File: config.mk
export PLATFORM = sky130hd
export DESIGN_NAME = alureg
export DESIGN_NICKNAME = d
export VERILOG_FILES = /design/src/cpu_pkg.sv /design/src/alu8.sv /design/src/alureg.sv /design/src/inst_decode.sv /design/src/reg_bank.sv
export VERILOG_INCLUDE_DIRS = /design/src
export SDC_FILE = /design/constraint.sdc
export NUM_CORES = 1
export LEC_CHECK = 0
export ABC_AREA = 0
export BUFFER_PORTS_ARGS = -buffer_cell sky130_fd_sc_hd__clkbuf_2
export CAP_MARGIN = 30
export CORE_MARGIN = 5
export CORE_UTILIZATION = 38
export CTS_BUF_LIST = sky130_fd_sc_hd__clkbuf_8
export DETAILED_ROUTE_END_ITERATION = 8
export GPL_ROUTABILITY_DRIVEN = 0
export SYNTH_ARGS = -nofsm -noshare
export SYNTH_HDL_FRONTEND = slang
export SYNTH_SLANG_ARGS = --single-unit
File: constraint.sdc
create_clock -name clk -period 8.9 [get_ports clk]
set_input_delay 1.78 -clock clk [delete_from_list [all_inputs] [get_ports clk]]
set_output_delay 1.78 -clock clk [all_outputs]
set_load 0.01 [all_outputs]
File: src/cpu_params.svh
`ifndef CPU_PARAMS_SVH
`define CPU_PARAMS_SVH

// register codes as found in opcode fields
`define REG_B 3'd0
`define REG_C 3'd1
`define REG_D 3'd2
`define REG_E 3'd3
`define REG_H 3'd4
`define REG_L 3'd5
`define REG_F 3'd6 // flags, code 110 means M in src/dst fields
`define REG_A 3'd7

// bit positions inside F
`define FLAGBIT_S 7
`define FLAGBIT_Z 6
`define FLAGBIT_A 4
`define FLAGBIT_P 2
`define FLAGBIT_C 0

// unused F bits forced to zero
`define FLAG_MASK 8'b1101_0101

`endif

File: src/cpu_pkg.sv
`default_nettype none

package cpu_pkg;

	typedef logic [7:0] data_t; // data bus byte
	typedef logic [15:0] addr_t; // address / pc
	typedef logic [2:0] reg_sel_t; // register code
	typedef logic [2:0] alu_op_t; // opcode bits 5..3 in alu group
	typedef logic [3:0] cyc_mask_t; // one bit per extra machine cycle

	// F register layout, msb first
	typedef struct packed {
		logic s; // sign
		logic z; // zero
		logic rsv5; // always 0
		logic a; // aux carry
		logic rsv3; // always 0
		logic p; // even parity
		logic rsv1; // always 0 after mask
		logic c; // carry / borrow
	} flags_t;

	// decoded info for the sequencer, bit 0 is go6
	typedef struct packed {
		logic cond; // condition met
		cyc_mask_t cyc_rw; // write cycles 2..5
		cyc_mask_t cyc_go; // thermometer, extra cycles 2..5
		logic dio; // in / out
		logic hlt; // halt
		logic dad; // double add
		logic go6; // six-state opcode fetch
	} inst_info_t;

endpackage

`default_nettype wire

File: src/alu8.sv
`timescale 1ns/10ps
`default_nettype none

module alu8 (
	input cpu_pkg::alu_op_t i_op, // opcode bits 5..3
	input cpu_pkg::data_t i_op1, // accumulator
	input cpu_pkg::data_t i_op2, // source register or temp
	input cpu_pkg::flags_t i_flags, // current F
	output cpu_pkg::data_t o_res,
	output cpu_pkg::flags_t o_flags
);
	import cpu_pkg::*;

	localparam alu_op_t OP_ADD = 3'b000;
	localparam alu_op_t OP_ADC = 3'b001;
	localparam alu_op_t OP_SUB = 3'b010;
	localparam alu_op_t OP_SBB = 3'b011;
	localparam alu_op_t OP_ANA = 3'b100;
	localparam alu_op_t OP_XRA = 3'b101;
	localparam alu_op_t OP_ORA = 3'b110;
	localparam alu_op_t OP_CMP = 3'b111;

	logic cin; // carry in for adc / borrow in for sbb
	logic [8:0] wide; // result with carry out
	logic [4:0] nib; // low nibble with carry out
	data_t calc; // value the flags are taken from
	logic cy, ac;

	assign cin = i_flags.c & i_op[0] & ~i_op[2]; // adc, sbb only

	always_comb begin
		wide = '0;
		nib = '0;
		ac = 1'b0;
		case (i_op)
			OP_ADD, OP_ADC: begin
				wide = {1'b0, i_op1} + {1'b0, i_op2} + {8'd0, cin};
				nib = {1'b0, i_op1[3:0]} + {1'b0, i_op2[3:0]} + {4'd0, cin};
				ac = nib[4]; // carry out of bit 3
			end
			OP_SUB, OP_SBB, OP_CMP: begin
				wide = {1'b0, i_op1} - {1'b0, i_op2} - {8'd0, cin};
				nib = {1'b0, i_op1[3:0]} - {1'b0, i_op2[3:0]} - {4'd0, cin};
				ac = nib[4]; // borrow out of bit 3
			end
			OP_ANA: begin
				wide = {1'b0, i_op1 & i_op2};
				ac = i_op1[3] | i_op2[3]; // 8085 style and
			end
			OP_XRA: wide = {1'b0, i_op1 ^ i_op2};
			OP_ORA: wide = {1'b0, i_op1 | i_op2};
			default: wide = {1'b0, i_op1};
		endcase
		calc = wide[7:0];
		cy = wide[8]; // logic ops leave bit 8 clear
	end

	assign o_res = (i_op == OP_CMP) ? i_op1 : calc; // cmp keeps A

	always_comb begin
		o_flags = '0; // unused bits stay low
		o_flags.s = calc[7];
		o_flags.z = (calc == 8'd0);
		o_flags.a = ac;
		o_flags.p = ~^calc; // even parity
		o_flags.c = cy;
	end

endmodule

`default_nettype wire

File: src/alureg.sv
`timescale 1ns/10ps
`default_nettype none

module alureg (
	input logic clk,
	input logic i_rst_n,
	input logic i_enb_c, // latch instruction
	input logic i_enb_d, // latch data into temp
	input logic i_enbpc, // advance pc
	input logic i_enb_r, // read port enable
	input logic i_enb_w, // write back
	input cpu_pkg::data_t i_bus_d,
	output cpu_pkg::inst_info_t o_inst_info,
	output cpu_pkg::addr_t o_pc,
	output cpu_pkg::data_t o_rd_data
);
	import cpu_pkg::*;

	data_t opcode, op1, op2, alu_res;
	flags_t cur_flags, alu_flags;
	inst_info_t dec_info; // cond still 0 here

	inst_decode u_decode (
		.i_opcode (opcode),
		.o_info (dec_info)
	);

	alu8 u_alu (
		.i_op (alu_op_t'(opcode[5:3])), // operation field
		.i_op1 (op1),
		.i_op2 (op2),
		.i_flags (cur_flags),
		.o_res (alu_res),
		.o_flags (alu_flags)
	);

	reg_bank u_regs (
		.clk (clk),
		.i_rst_n (i_rst_n),
		.i_enb_c (i_enb_c),
		.i_enb_d (i_enb_d),
		.i_enbpc (i_enbpc),
		.i_enb_r (i_enb_r),
		.i_enb_w (i_enb_w),
		.i_bus_d (i_bus_d),
		.i_alu_res (alu_res),
		.i_alu_flags (alu_flags),
		.i_info (dec_info),
		.o_opcode (opcode),
		.o_op1 (op1),
		.o_op2 (op2),
		.o_flags (cur_flags),
		.o_inst_info (o_inst_info),
		.o_pc (o_pc),
		.o_rd_data (o_rd_data)
	);

endmodule

`default_nettype wire

File: src/inst_decode.sv
`timescale 1ns/10ps
`default_nettype none

module inst_decode (
	input cpu_pkg::data_t i_opcode, // latched instruction
	output cpu_pkg::inst_info_t o_info // decoded fields, cond left 0
);
	import cpu_pkg::*;

	logic grp_txa, grp_mov, grp_alu, grp_sic; // top 2-bit groups
	logic tmp04, tmp05, tmp06; // bits 3..2 helpers
	logic hi000, hi001, hi010, hi100, hi110; // mid field
	logic hi00x, hi01x, hi10x, hi11x, hi0x0;
	logic lo000, lo001, lo010, lo011, lo100, lo101, lo110, lo111; // low field
	logic lox00, lox01, lox11;
	logic mem_d, mem_s, is_hlt;
	logic cyc_2, cyc_3, cyc_4, cyc_5; // total machine cycles
	logic cycw2, cycw3, cycw4, cycw5; // cycle n is a write
	cyc_mask_t cyc_go, cyc_rw;

	assign grp_txa = ~i_opcode[7] & ~i_opcode[6]; // 00 transfer, inc/dec, misc
	assign grp_mov = ~i_opcode[7] & i_opcode[6]; // 01 mov + hlt
	assign grp_alu = i_opcode[7] & ~i_opcode[6]; // 10 alu with register
	assign grp_sic = i_opcode[7] & i_opcode[6]; // 11 stack, i/o, control

	assign tmp04 = ~i_opcode[3] & i_opcode[2];
	assign tmp05 = i_opcode[3] & ~i_opcode[2];
	assign tmp06 = i_opcode[3] & i_opcode[2];

	assign hi000 = ~i_opcode[5] & ~i_opcode[4] & ~i_opcode[3];
	assign hi001 = ~i_opcode[5] & ~i_opcode[4] & i_opcode[3];
	assign hi010 = ~i_opcode[5] & i_opcode[4] & ~i_opcode[3];
	assign hi100 = i_opcode[5] & ~i_opcode[4] & ~i_opcode[3];
	assign hi110 = i_opcode[5] & i_opcode[4] & ~i_opcode[3];
	assign hi00x = ~i_opcode[5] & ~i_opcode[4];
	assign hi01x = ~i_opcode[5] & i_opcode[4]; // in / out pair
	assign hi10x = i_opcode[5] & ~i_opcode[4];
	assign hi11x = i_opcode[5] & i_opcode[4];
	assign hi0x0 = ~i_opcode[5] & ~i_opcode[3];

	assign lo000 = ~i_opcode[2] & ~i_opcode[1] & ~i_opcode[0];
	assign lo001 = ~i_opcode[2] & ~i_opcode[1] & i_opcode[0];
	assign lo010 = ~i_opcode[2] & i_opcode[1] & ~i_opcode[0];
	assign lo011 = ~i_opcode[2] & i_opcode[1] & i_opcode[0];
	assign lo100 = i_opcode[2] & ~i_opcode[1] & ~i_opcode[0]; // 11xxx100 conditional call
	assign lo101 = i_opcode[2] & ~i_opcode[1] & i_opcode[0];
	assign lo110 = i_opcode[2] & i_opcode[1] & ~i_opcode[0];
	assign lo111 = i_opcode[2] & i_opcode[1] & i_opcode[0];
	assign lox00 = ~i_opcode[1] & ~i_opcode[0];
	assign lox01 = ~i_opcode[1] & i_opcode[0];
	assign lox11 = i_opcode[1] & i_opcode[0];

	assign mem_d = hi110; // dst is M
	assign mem_s = lo110; // src is M
	assign is_hlt = grp_mov & mem_d & mem_s; // 01110110

	assign cyc_2 =
		(grp_txa & lo110 & ~hi110) | // mvi r
		(grp_txa & lo010 & ~i_opcode[5]) | // ldax, stax
		(grp_sic & lo110) | // alu immediate
		(grp_mov & (mem_d ^ mem_s)) | // mov with one M
		(grp_alu & mem_s) | // alu M
		is_hlt;
	assign cyc_3 =
		(grp_sic & lo000) | // rccc, worst case
		(grp_sic & lo010) | // jccc
		(grp_sic & lo111) | // rst
		(grp_sic & lo101 & ~i_opcode[3]) | // push
		(grp_sic & lo001 & ~i_opcode[3]) | // pop
		(grp_sic & lo011 & hi000) | // jmp
		(grp_sic & lo001 & hi001) | // ret
		(grp_txa & lo001) | // lxi, dad
		(grp_txa & hi110 & i_opcode[2] & ~(i_opcode[1] & i_opcode[0])) | // inr/dcr/mvi M
		(grp_sic & lo011 & hi01x); // in, out
	assign cyc_4 = grp_txa & lo010 & hi11x; // sta, lda
	assign cyc_5 =
		(grp_sic & lo100) | // cccc
		(grp_sic & lo011 & hi100) | // xthl
		(grp_sic & lo101 & hi001) | // call
		(grp_txa & lo010 & hi10x); // shld, lhld

	assign cycw2 =
		(grp_sic & lo111) | // rst push high
		(grp_sic & lo101 & ~i_opcode[3]) | // push high
		(grp_txa & lo010 & hi0x0) | // stax
		(grp_mov & mem_d & ~mem_s); // mov M,r
	assign cycw3 =
		(grp_txa & hi110 & i_opcode[2] & ~(i_opcode[1] & i_opcode[0])) | // inr/dcr/mvi M
		(grp_sic & lo111) | // rst push low
		(grp_sic & lo101 & ~i_opcode[3]) | // push low
		(grp_sic & lo011 & hi010); // out
	assign cycw4 =
		(grp_sic & lo100) | // cccc
		(grp_sic & lo011 & hi100) | // xthl
		(grp_sic & lo101 & hi001) | // call
		(grp_txa & lo010 & hi100) | // shld
		(grp_txa & lo010 & hi110); // sta
	assign cycw5 =
		(grp_sic & lo100) | // cccc
		(grp_sic & lo011 & hi100) | // xthl
		(grp_sic & lo101 & hi001) | // call
		(grp_txa & lo010 & hi100); // shld

	always_comb begin
		if (cyc_2) cyc_go = 4'b0001; // first match wins
		else if (cyc_3) cyc_go = 4'b0011;
		else if (cyc_4) cyc_go = 4'b0111;
		else if (cyc_5) cyc_go = 4'b1111;
		else cyc_go = 4'b0000; // single cycle
		cyc_rw = {cycw5, cycw4, cycw3, cycw2};
	end

	always_comb begin
		o_info = '0;
		o_info.go6 = (grp_txa & ~i_opcode[2] & lox11) | // inx, dcx
			(grp_sic & i_opcode[2] & lox11) | // rst
			(grp_sic & lox00) | // rccc, cccc
			(grp_sic & tmp04 & lox01) | // push
			(grp_sic & i_opcode[5] & tmp05 & lox01) | // pchl, sphl
			(grp_sic & hi00x & tmp06 & lox01); // call
		o_info.dad = grp_txa & lo001 & i_opcode[3];
		o_info.hlt = is_hlt;
		o_info.dio = grp_sic & lo011 & hi01x;
		o_info.cyc_go = cyc_go;
		o_info.cyc_rw = cyc_rw;
		o_info.cond = 1'b0; // filled in by reg_bank
	end

endmodule

`default_nettype wire

File: src/reg_bank.sv
`timescale 1ns/10ps
`include "cpu_params.svh"
`default_nettype none

module reg_bank (
	input logic clk,
	input logic i_rst_n,
	input logic i_enb_c, // latch instruction
	input logic i_enb_d, // latch temp
	input logic i_enbpc, // pc + 1
	input logic i_enb_r, // read port enable
	input logic i_enb_w, // write back
	input cpu_pkg::data_t i_bus_d,
	input cpu_pkg::data_t i_alu_res,
	input cpu_pkg::flags_t i_alu_flags,
	input cpu_pkg::inst_info_t i_info, // from decoder
	output cpu_pkg::data_t o_opcode,
	output cpu_pkg::data_t o_op1,
	output cpu_pkg::data_t o_op2,
	output cpu_pkg::flags_t o_flags,
	output cpu_pkg::inst_info_t o_inst_info,
	output cpu_pkg::addr_t o_pc,
	output cpu_pkg::data_t o_rd_data
);
	import cpu_pkg::*;

	data_t inst_q, temp_q; // instruction and temp latches
	data_t regs [8]; // B C D E H L F A
	addr_t pc_q, pc_inc;
	reg_sel_t dst_sel, src_sel;
	logic is_alu, is_mov, is_hlt, mem_s;
	data_t src_d, wr_d, flag_d;
	logic [7:0] wr_en; // per register write strobe
	logic cond;

	always_ff @(posedge clk) begin
		if (i_enb_c) inst_q <= i_bus_d;
		if (i_enb_d) temp_q <= i_bus_d; // immediate / memory operand
	end

	assign dst_sel = inst_q[5:3];
	assign src_sel = inst_q[2:0];
	assign is_alu = inst_q[7] & ~inst_q[6]; // 10xxxxxx
	assign is_mov = ~inst_q[7] & inst_q[6]; // 01xxxxxx
	assign mem_s = (src_sel == 3'b110); // src is M, use temp
	assign is_hlt = is_mov & mem_s & (dst_sel == 3'b110);

	assign src_d = mem_s ? temp_q : regs[src_sel];
	assign wr_d = is_alu ? i_alu_res : src_d; // alu result or mov data
	assign flag_d = data_t'(i_alu_flags) & `FLAG_MASK;

	// alu writes A and F, mov writes dst; F only via alu
	always_comb begin
		for (int i = 0; i < 8; i++) begin
			wr_en[i] = i_enb_w & ((is_alu & (reg_sel_t'(i) == `REG_A)) |
				(is_mov & ~is_hlt & (dst_sel == reg_sel_t'(i))));
		end
		wr_en[`REG_F] = i_enb_w & is_alu;
	end

	for (genvar g = 0; g < 8; g++) begin : g_reg
		if (g == `REG_F) begin : g_flag
			always_ff @(posedge clk) begin
				if (!i_rst_n) regs[g] <= '0; // flags start cleared
				else if (wr_en[g]) regs[g] <= flag_d;
			end
		end else begin : g_data
			always_ff @(posedge clk) begin
				if (wr_en[g]) regs[g] <= wr_d;
			end
		end
	end

	// condition code from bits 5..3
	always_comb begin
		case (dst_sel)
			3'b000: cond = ~regs[`REG_F][`FLAGBIT_Z]; // nz
			3'b001: cond = regs[`REG_F][`FLAGBIT_Z]; // z
			3'b010: cond = ~regs[`REG_F][`FLAGBIT_C]; // nc
			3'b011: cond = regs[`REG_F][`FLAGBIT_C]; // c
			3'b100: cond = ~regs[`REG_F][`FLAGBIT_P]; // po
			3'b101: cond = regs[`REG_F][`FLAGBIT_P]; // pe
			3'b110: cond = ~regs[`REG_F][`FLAGBIT_S]; // p
			default: cond = regs[`REG_F][`FLAGBIT_S]; // m
		endcase
	end

	always_comb begin
		o_inst_info = i_info;
		o_inst_info.cond = cond;
	end

	assign pc_inc = pc_q + 16'd1; // wraps at ffff

	always_ff @(posedge clk) begin
		if (!i_rst_n) pc_q <= '0;
		else if (i_enbpc) pc_q <= pc_inc;
	end

	assign o_pc = pc_q;
	assign o_opcode = inst_q;
	assign o_op1 = regs[`REG_A];
	assign o_op2 = src_d;
	assign o_flags = flags_t'(regs[`REG_F]);
	assign o_rd_data = i_enb_r ? regs[src_sel] : '0; // 110 reads F here

endmodule

`default_nettype wire

; Yosys cells after proc, flatten, opt, wreduce, memory -nomap -nowiden
; Memory sizes are Yosys's and may differ from the RTL's. A register that Yosys moved wholly into a read port is not among the register bits.
; Cells that the tools add are included.
[totals]
in_bits = 15
latchBits = 0
rom_bits = 0
ff_bits = 32
memories = 1
out_inout_bits = 37
ram_bits = 64
[op_classes]
n_mux = 49
n_bitwise = 153
n_eq_ne = 8
multipliers = 0
div_mod_pow = 0
n_shift = 0
n_addsub = 9
magnitude_cmp = 0
n_reduce_logical = 11
[memory_table]
columns = name, depth, width, rd, rd_clocked_by_memory_dff, wr, line_no
row1 = u_regs.regs, 8, 8, 3, 1, 2, reg_bank.sv:28  ; data_t regs [8];
[ops]
columns = cell, n
row1 = bitwise AND 1 bit, 100
row2 = two-way mux 8 bit, 11
row3 = OR reduction 8 bit, 6
row4 = case mux 9 bit (5 select lines), 1
row5 = bitwise OR 1 bit, 33
row6 = two-way mux 1 bit, 24
row7 = two-way mux 3 bit, 7
row8 = "adder 16 x 1 -> 16 bit, second input constant", 1
row9 = two-way mux 4 bit, 4
row10 = inverter 1 bit, 16
row11 = "equality test 3 bit, second input constant", 5
row12 = adder 8 x 8 -> 9 bit, 1
row13 = adder 9 x 1 -> 9 bit, 1
row14 = subtractor 8 x 8 -> 9 bit, 1
row15 = subtractor 9 x 1 -> 9 bit, 1
row16 = bitwise AND 8 bit, 1
row17 = logical NOT 8 bit, 1
row18 = bitwise OR 8 bit, 1
row19 = XNOR reduction 8 bit, 1
row20 = XOR 8 bit, 1
row21 = case mux 1 bit (7 select lines), 1
row22 = "equality test 3 x 2 -> 1 bit, second input constant", 2
row23 = adder 4 x 4 -> 5 bit, 1
row24 = adder 5 x 1 -> 5 bit, 1
row25 = other kinds (8), 8

; Logic depth before layout (Yosys ltp)
; Gate-level depths: netlist (run 1).
[depth]
word_depth = 17
depth_mapped = 20
depth_no_buf = 18

; Modules after synthesis
; A second synthesis (run 1) with hierarchy kept.
[unflattened]
cells_unflattened = 595
area_unflattened_um2 = 6257.3
[by_module_without_submodules]
columns = mod, instances, cells_per_inst, area_per_inst_um2
row1 = reg_bank, 1, 294, 4222.8
row2 = alu8, 1, 226, 1579.0
row3 = inst_decode, 1, 75, 455.4

; Least setup slack after synthesis (run 1)
; No wires, ideal clock.
[synth_path]
path_type = reg2reg
start = reg with a tool-made name
end = mem u_regs.regs[6][2] (netlist name) (data pin)
stages_incl_launch_ff = 20
arrival_time_ps = 3877
n_path_buf = 2
t_required_ps = 8640
slack_ps = 4764
period_less_slack_ps = 4136
path_cell_list = dfxtp_1 -> buf_2 -> buf_2 -> mux4_2 -> mux2i_1 -> nand2_1 -> o21ai_1 -> inv_1 -> fa_1 -> inv_1 -> ha_1 -> o2111ai_1 -> o2111ai_1 -> xor2_1 -> nand2_1 -> and3_1 -> ha_1 -> xnor2_1 -> xnor2_1 -> nor2_1
[synth_rtl]
columns = item, line_no
row1 = to (decl), reg_bank.sv:28

==> results of run 1 <==
[routing by layer]
layer	vias up	share of wire	global-route usage
met4	0	0.015	0.0452
li1	2026	-	-
met3	24	0.068	0.0353
met2	168	0.47	0.266
met5	-	0	0
met1	2112	0.44	0.228
[layout make-up]
cell class | count | area (um^2)
sequential | 96 | 2690
fill | 1440 | 8710
timing repair buffer | 57 | 320
tap | 188 | 235
multi-input combinational | 372 | 2880
clock buffer | 9 | 124
inverter | 34 | 128
clock inverter | 7 | 60.1
[sequential cells by signal, summed over array words and instances (netlist names), named ones only]
register and count:
u_regs.o_pc 16, u_regs.o_opcode 8, u_regs.temp_q 8, u_regs.regs 61
[worst max-delay path: stages (launching register included)]
cell       delay (ps)
dfxtp_1           930
mux2_2            410
a221o_1           280
o21ai_0           150
o21ai_0           240
inv_1             130
ha_1              340
ha_1              410
or3b_2            460
o2111ai_1         110
o311ai_0          150
nand3_1           150
nand3_1            90
ha_1              300
xnor2_1           210
xnor2_1           140
nor2_1             50
[cells in the final DEF (no fill, tap or decap), types with 6 or more instances in the layout]
master / count
edfxtp_1: 77
clkbuf_2: 51
nand2_1: 39
nor2_1: 37
ha_1: 35
inv_1: 33
a21oi_1: 22
o21ai_0: 20
xnor2_1: 20
dfxtp_1: 19
nor2b_1: 16
and2_1: 15
mux4_2: 14
nand3_1: 12
xor2_1: 10
mux2i_1: 9
clkbuf_8: 9
nand4_1: 7
nand2b_1: 6
a211oi_1: 6
mux2_2: 6
[cells by family after synthesis]
logic type / Yosys count
AO/OA/AOI/OAI: 113
AND/OR/NAND/NOR: 161
multiplexers: 29
buffers and inverters: 66
flip-flops: 96
XOR/XNOR: 30
adder cells (fa/ha/maj): 39
[synth_stat cells (all sizes together) (3+ instances only)]
cell type | instances | area, um^2
clkbuf | 9 | 33.8
mux4 | 14 | 315
a21o | 5 | 37.5
buf | 23 | 136
nand3 | 12 | 60.1
inv | 34 | 128
xor2 | 10 | 87.6
nand2b | 6 | 37.5
a22o | 3 | 26.3
or2 | 3 | 18.8
and3 | 5 | 31.3
and2 | 15 | 93.8
o2111ai | 4 | 35.0
mux2 | 6 | 67.6
ha | 35 | 438
o21ai | 25 | 125
a21oi | 22 | 110
xnor2 | 20 | 175
a22oi | 3 | 22.5
o21bai | 3 | 33.8
o21a | 5 | 37.5
edfxtp | 77 | 2310
mux2i | 9 | 90.1
fa | 4 | 80.1
nand4 | 7 | 43.8
nand2 | 39 | 146
o211ai | 5 | 37.5
dfxtp | 19 | 380
o22ai | 6 | 43.8
o2bb2ai | 3 | 26.3
o31ai | 4 | 30.0
a211oi | 6 | 45.0
nor3 | 7 | 35.0
nor2 | 37 | 139
nor2b | 16 | 100
[stage by stage]
step | area [um^2] | instances | power (mW)
after floorplan | 5860 | 534 | 0.820
after detailed placement | 6220 | 746 | 0.914
after global routing | 6430 | 763 | 1.25
final | 6430 | 763 | 1.18
after CTS | 6410 | 762 | 1.18
after global placement | 6220 | 746 | 0.908
[power by group]
part / switching [mW] / leakage, nW / internal [mW] / total [mW]
Sequential: 0.0204 / 0.870 / 0.516 / 0.537
Combinational: 0.221 / 1.56 / 0.155 / 0.376
Clock: 0.158 / 0.0965 / 0.107 / 0.265
Total: 0.400 / 2.53 / 0.778 / 1.18
[worst max-delay path by stage]
stage	end	slack (ps)	cells past startpoint	from
final	u_regs.regs[6][2]	4080	16	register
after global routing	u_regs.regs[6][2]	3720	16	register
after CTS	u_regs.regs[6][2]	3880	15	register
after detailed placement	u_regs.regs[6][2]	3910	15	register
after global placement	u_regs.regs[6][2]	4020	15	register
after floorplan	u_regs.regs[6][2]	4760	19	register
==> impl_metrics.tcl, run 1 <==
set metrics [dict create \
    outcome "completed" \
    worst_slack_ps 4080 \
    post-route-util 0.425 \
    cts_root_buf "clkbuf_8" \
    synth_fa_ha_area_frac 0.0885 \
    maxCapViolations 0 \
    ff2ff_path_depth 16 \
    fin_crit_sh 0.542 \
    cts_hold_buf 0 \
    synth_flop_cell "edfxtp_1" \
    hold_depth 2 \
    synthMuxAreaShare 0.0808 \
    synth_compound_area_frac 0.133 \
    tightestPinTransition_ps 1080 \
    core_um2 15100 \
    synth.yosys.warnings 0 \
    grt-ovfl-total 0 \
    whs_endpoint "u_regs.o_pc[1]" \
    cts_buffers 9 \
    synth-edff-count 77 \
    required_ps 9020 \
    grt_first_pass_wirelength_mm 23.4 \
    cts_tree "done" \
    finalMaxSlewViolations 0 \
    n_antenna_cell 0 \
    antenna_found_initial 0 \
    nNetsFinal 624 \
    min_path_type "register to register" \
    dieArea_um2 18000 \
    tns_ps 0 \
    fin_worst_skew_ps 11.6 \
    rsz0062_at_grt "false" \
    dr_total_vias 4330 \
    hold_violations 0 \
    grt_pass1_vias 4323 \
    io_buffers 51 \
    leakagePower_nw 2.53 \
    synth.avg_cell_area_um2 11.0 \
    wl_mm 14.7 \
    cellPowerDensity_nw_per_um2 183 \
    setup_violations 0 \
    wire_per_inst_um 19.2 \
    worstSkewPairLatency_ps 370 \
    grt_max_degree 30 \
    fmax_mhz 207 \
    synth_area_um2 5860 \
    start_util 0.387 \
    layout-drive-gt1-share 0.179 \
    cp_data_arrival_time_ps 4940 \
    synth_seq_cells 96 \
    worstHoldStart "u_regs.o_pc[1]" \
    synth_top_family_by_area "simple AND/OR/NAND/NOR gates" \
    whs_ps 581 \
    drt_iter0_drc 309 \
    critPathMaxFanout 17 \
    path_clk_slew_ps 100 \
    fp.dieW_um 134 \
    fp.dieH_um 134 \
    cts_buffer_depth 2 \
    slew_headroom 0.279 \
    io_pins 52 \
    fin_crit_ps 4820 \
    drc_errors 0 \
    syn2layout_area_growth_pct 9.89 \
    rows 45 \
    vias_per_cell 5.67 \
    cts_resized 0 \
    yosys.area_share.simple 0.142 \
    synth_seq_area_share 0.460 \
    grt_usage 0.165 \
    synth.distinct_cells 70 \
    htree_levels 3 \
    netlist_instances 534 \
    postCtsSetupRepairBufs 0 \
    cts.sink_count 96 \
    r2r_end "u_regs.regs[6][2]" \
    ir_drop_v 0.000118 \
    dpl.hpwl_mm 11.1 \
    crit_type "register to register" \
    critPathLaunchType "register" \
    crit_path_end_kind "register" \
    synthArstFlopShare 0 \
    dr.pass1.iters 5 \
    synth_nets 588 \
    place_ws_ps 3910 \
    synth_xor_xnor_area_share 0.0449 \
    ant_nets 0 \
    r2r_slack_ps 4080 \
]
No activity file was read; power rests on OpenSTA's default activity.
==> run 2, diff against run 1 <==
--- a/config.mk
+++ b/config.mk
@@ -6,7 +6,7 @@
 export SDC_FILE = /design/constraint.sdc
 export NUM_CORES = 1
 export LEC_CHECK = 0
-export ABC_AREA = 0
+export ABC_AREA = 1
 export BUFFER_PORTS_ARGS = -buffer_cell sky130_fd_sc_hd__clkbuf_2
 export CAP_MARGIN = 30
 export CORE_MARGIN = 5
==> constraint.sdc (replaced) <==
create_clock -name clk -period 4.2 [get_ports clk]
set_input_delay 0.84 -clock clk [delete_from_list [all_inputs] [get_ports clk]]
set_output_delay 0.84 -clock clk [all_outputs]
set_load 0.01 [all_outputs]
==> run 2 against run 1 <==
  * Core utilization fell by 0.23 points
  * Via count increased by 18%
  * Power grew 120%
  * Synthesized cell count grew 37%
  * Highest routed layer unchanged
  * Global-route usage rose by 0.48 points
  * Clock power is 140% higher
  * Cell area grew 3.2%
  * Clock-buffer cell count unchanged
  * Critical path type unchanged
  * Setup slack lost 3700 ps
  * Register-to-register slack got worse by 3700 ps
  * Hold slack worse by 55 ps
==> impl_metrics.tcl, run 2 <==
set metrics [dict create \
    max_stage_delay_ps 410 \
    synth.avg_cell_area_um2 8.22 \
    crit_path_end_kind "register" \
    regMostFlops "u_regs.regs" \
    leakagePower_nw 2.90 \
    synth_seq_area_share 0.449 \
    tns_ps 0 \
    path_cells "buf_4 > nor2_1 > nor2_1 > o21ai_0 > o211ai_1 > nand2_1 > nand2_1 > o21ai_2 > ha_1 > ha_1 > a21oi_1 > nand3_1 > nand2_1 > nand3_1 > and3_1 > ha_1 > xnor2_1 > or2_2 > a21oi_1" \
    grt-ovfl-total 0 \
    synth_nets 784 \
    vias_per_cell 5.15 \
    synth-edff-count 77 \
    fill_cells 1579 \
    seq_power_share 0.435 \
    yosysMostFrequentCell "nand2_1" \
    worstSkewPairLatency_ps 380 \
    ant_nets 0 \
    io_pins 52 \
    combPwrFrac 0.320 \
    synth_seq_cells 96 \
    ys_top_cells_by_area "edfxtp_1 39%, nand2_1 8.6%, ha_1 7.3%" \
    power.total_mw 2.59 \
    grt_pass1_vias 4688 \
    p_clk_frac 0.246 \
    required_ps 4430 \
    regArea_um2 2690 \
    outcome "completed" \
    cts_root_buf "clkbuf_8" \
    synth.yosys.warnings 0 \
    antenna_found_initial 0 \
    rows 46 \
    min_path_type "register to register" \
    fp.dieH_um 136 \
    cts_tree "done" \
    netlist_instances 730 \
    rsz0062_at_grt "false" \
    synth.distinct_cells 38 \
    cts_buffers 9 \
    worstHoldStart "u_regs.o_pc[3]" \
    htree_levels 3 \
    cts_buffer_depth 2 \
    wire_per_inst_um 15.7 \
    final_common_cell "nand2_1" \
    path_clk_slew_ps 100 \
    finalMaxSlewViolations 0 \
    grt_usage 0.170 \
    layout_common_cells "138 x nand2_1, 104 x inv_1, 93 x nor2_1" \
    cp_num_buf_inv 1 \
    crit_type "register to register" \
    ir_drop_v 0.000347 \
    fin_crit_sh 0.921 \
    wl_mm 15.6 \
    syn2layout_area_growth_pct 10.6 \
    io_buffers 51 \
    tightestPinTransition_ps 964 \
    fp.dieW_um 136 \
    nNetsFinal 826 \
    n_antenna_cell 0 \
    maxCapViolations 0 \
    cts.sink_count 96 \
    synth_area_um2 6000 \
    hold_violations 0 \
    dr.pass1.iters 5 \
    ys_top_cells_by_count "138 x nand2_1, 104 x inv_1, 93 x nor2_1" \
    swShare 0.355 \
    p_int_mw 1.67 \
    switchingPower_uw 921 \
    cts_hold_buf 0 \
    synthArstFlopShare 0 \
    slew_headroom 0.355 \
    grt_max_degree 30 \
    core_um2 15700 \
    critPathMaxFanout 29 \
    synth_flop_cell "edfxtp_1" \
    synth.top_cell.area_share 0.385 \
    start_util 0.382 \
    cp_data_arrival_time_ps 4100 \
    multi_input_area_um2 2740 \
    synth_area_leader_cell "edfxtp_1" \
    drt_iter0_drc 445 \
    dpl.hpwl_mm 12.0 \
    dr_total_vias 5114 \
    cellPowerDensity_nw_per_um2 390 \
    post-route-util 0.423 \
    grt_first_pass_wirelength_mm 24.4 \
    largest_register_ffs 61 \
    drc_errors 0 \
    whs_ps 525 \
    fmax_mhz 258 \
    crit_family "simple AND/OR/NAND/NOR gates" \
    layout-drive-gt1-share 0.122 \
    fin_crit_ps 3870 \
    critPathLaunchType "register" \
    setup_violations 0 \
    fin_worst_skew_ps 11.7 \
    cp_slowest_cell "ha_1" \
    dieArea_um2 18400 \
]
-- run 2: changes by cell type after synthesis, moves of 20 or more --
cell      before  now
inv_1         33  104
nand2_1       39  138
nand3_1       12   43
nor2_1        37   93
o211ai_1       5   25
o21ai_0       20   48
-- run 2: layout make-up --
type / instances / area share
Multi-Input combinational cell: 498 / 0.413
Inverter: 110 / 0.0626
Clock buffer: 9 / 0.0187
Timing Repair Buffer: 57 / 0.0471
Clock inverter: 7 / 0.0124
Sequential cell: 96 / 0.406
Tap cell: 216 / 0.0407
-- run 2: worst min-delay path, cell delays in order (launching register included) --
cell     delay [ps]
dfxtp_1         360
inv_1            80
a21oi_1          50
-- run 2: path summary, 6_finish.rpt --
| check | cells after the start | slack (ps) | end |
|---|---|---|---|
| max | 19 | 330 | u_regs.regs[6][2] |
| min | 2 | 530 | u_regs.o_pc[3] |
| max reg2reg | 19 | 330 | u_regs.regs[6][2] |
| min reg2reg | 2 | 530 | u_regs.o_pc[3] |
-- run 2: power groups by stage --
stage | sequential (mW) | clock [mW] | combinational (mW)
CTS | 1.13 | 0.656 | 0.823
finish | 1.13 | 0.637 | 0.829
global placement | 1.15 | 0 | 0.820
global route | 1.13 | 0.693 | 0.940
detailed placement | 1.15 | 0 | 0.818
floorplan | 1.13 | 0 | 0.616
-- run 2: timing repair --
| item | 4_1_cts | 5_1_grt |
|---|---|---|
| endpoints found under the setup margin | 0 | 1 |
| endpoints found under the hold margin | 0 | 0 |
| resized for setup | 0 | 2 |
| buffers inserted | 0 | 0 |
-- run 2: cell families after synthesis --
kind of cell	after synthesis	share of synthesized area
and+or+nand+nor	317	0.227
AOI/OAI and AO/OA	137	0.136
xor gates and xnor gates	5	0.00730
adders and majority gates	39	0.0863
buffers and inverters	136	0.0946
DFF	96	0.449
-- run 2: stage by stage --
| stage | worst slack [ps] | std cells | area (um^2) |
|---|---|---|---|
| 5_1_grt | 50.0 | 993 | 6640 |
| 6_report | 330 | 993 | 6640 |
| 2_1_floorplan | 671 | 730 | 6000 |
| 3_5_place_dp | 346 | 977 | 6430 |
| 3_3_place_gp | 363 | 977 | 6430 |
| 4_1_cts | 326 | 993 | 6640 |
-- run 2: routing by layer --
metal	GRT usage	wire length [um]
met5	0	0
met2	0.270	7160
met1	0.240	7280
met4	0.0459	228
met3	0.0316	890
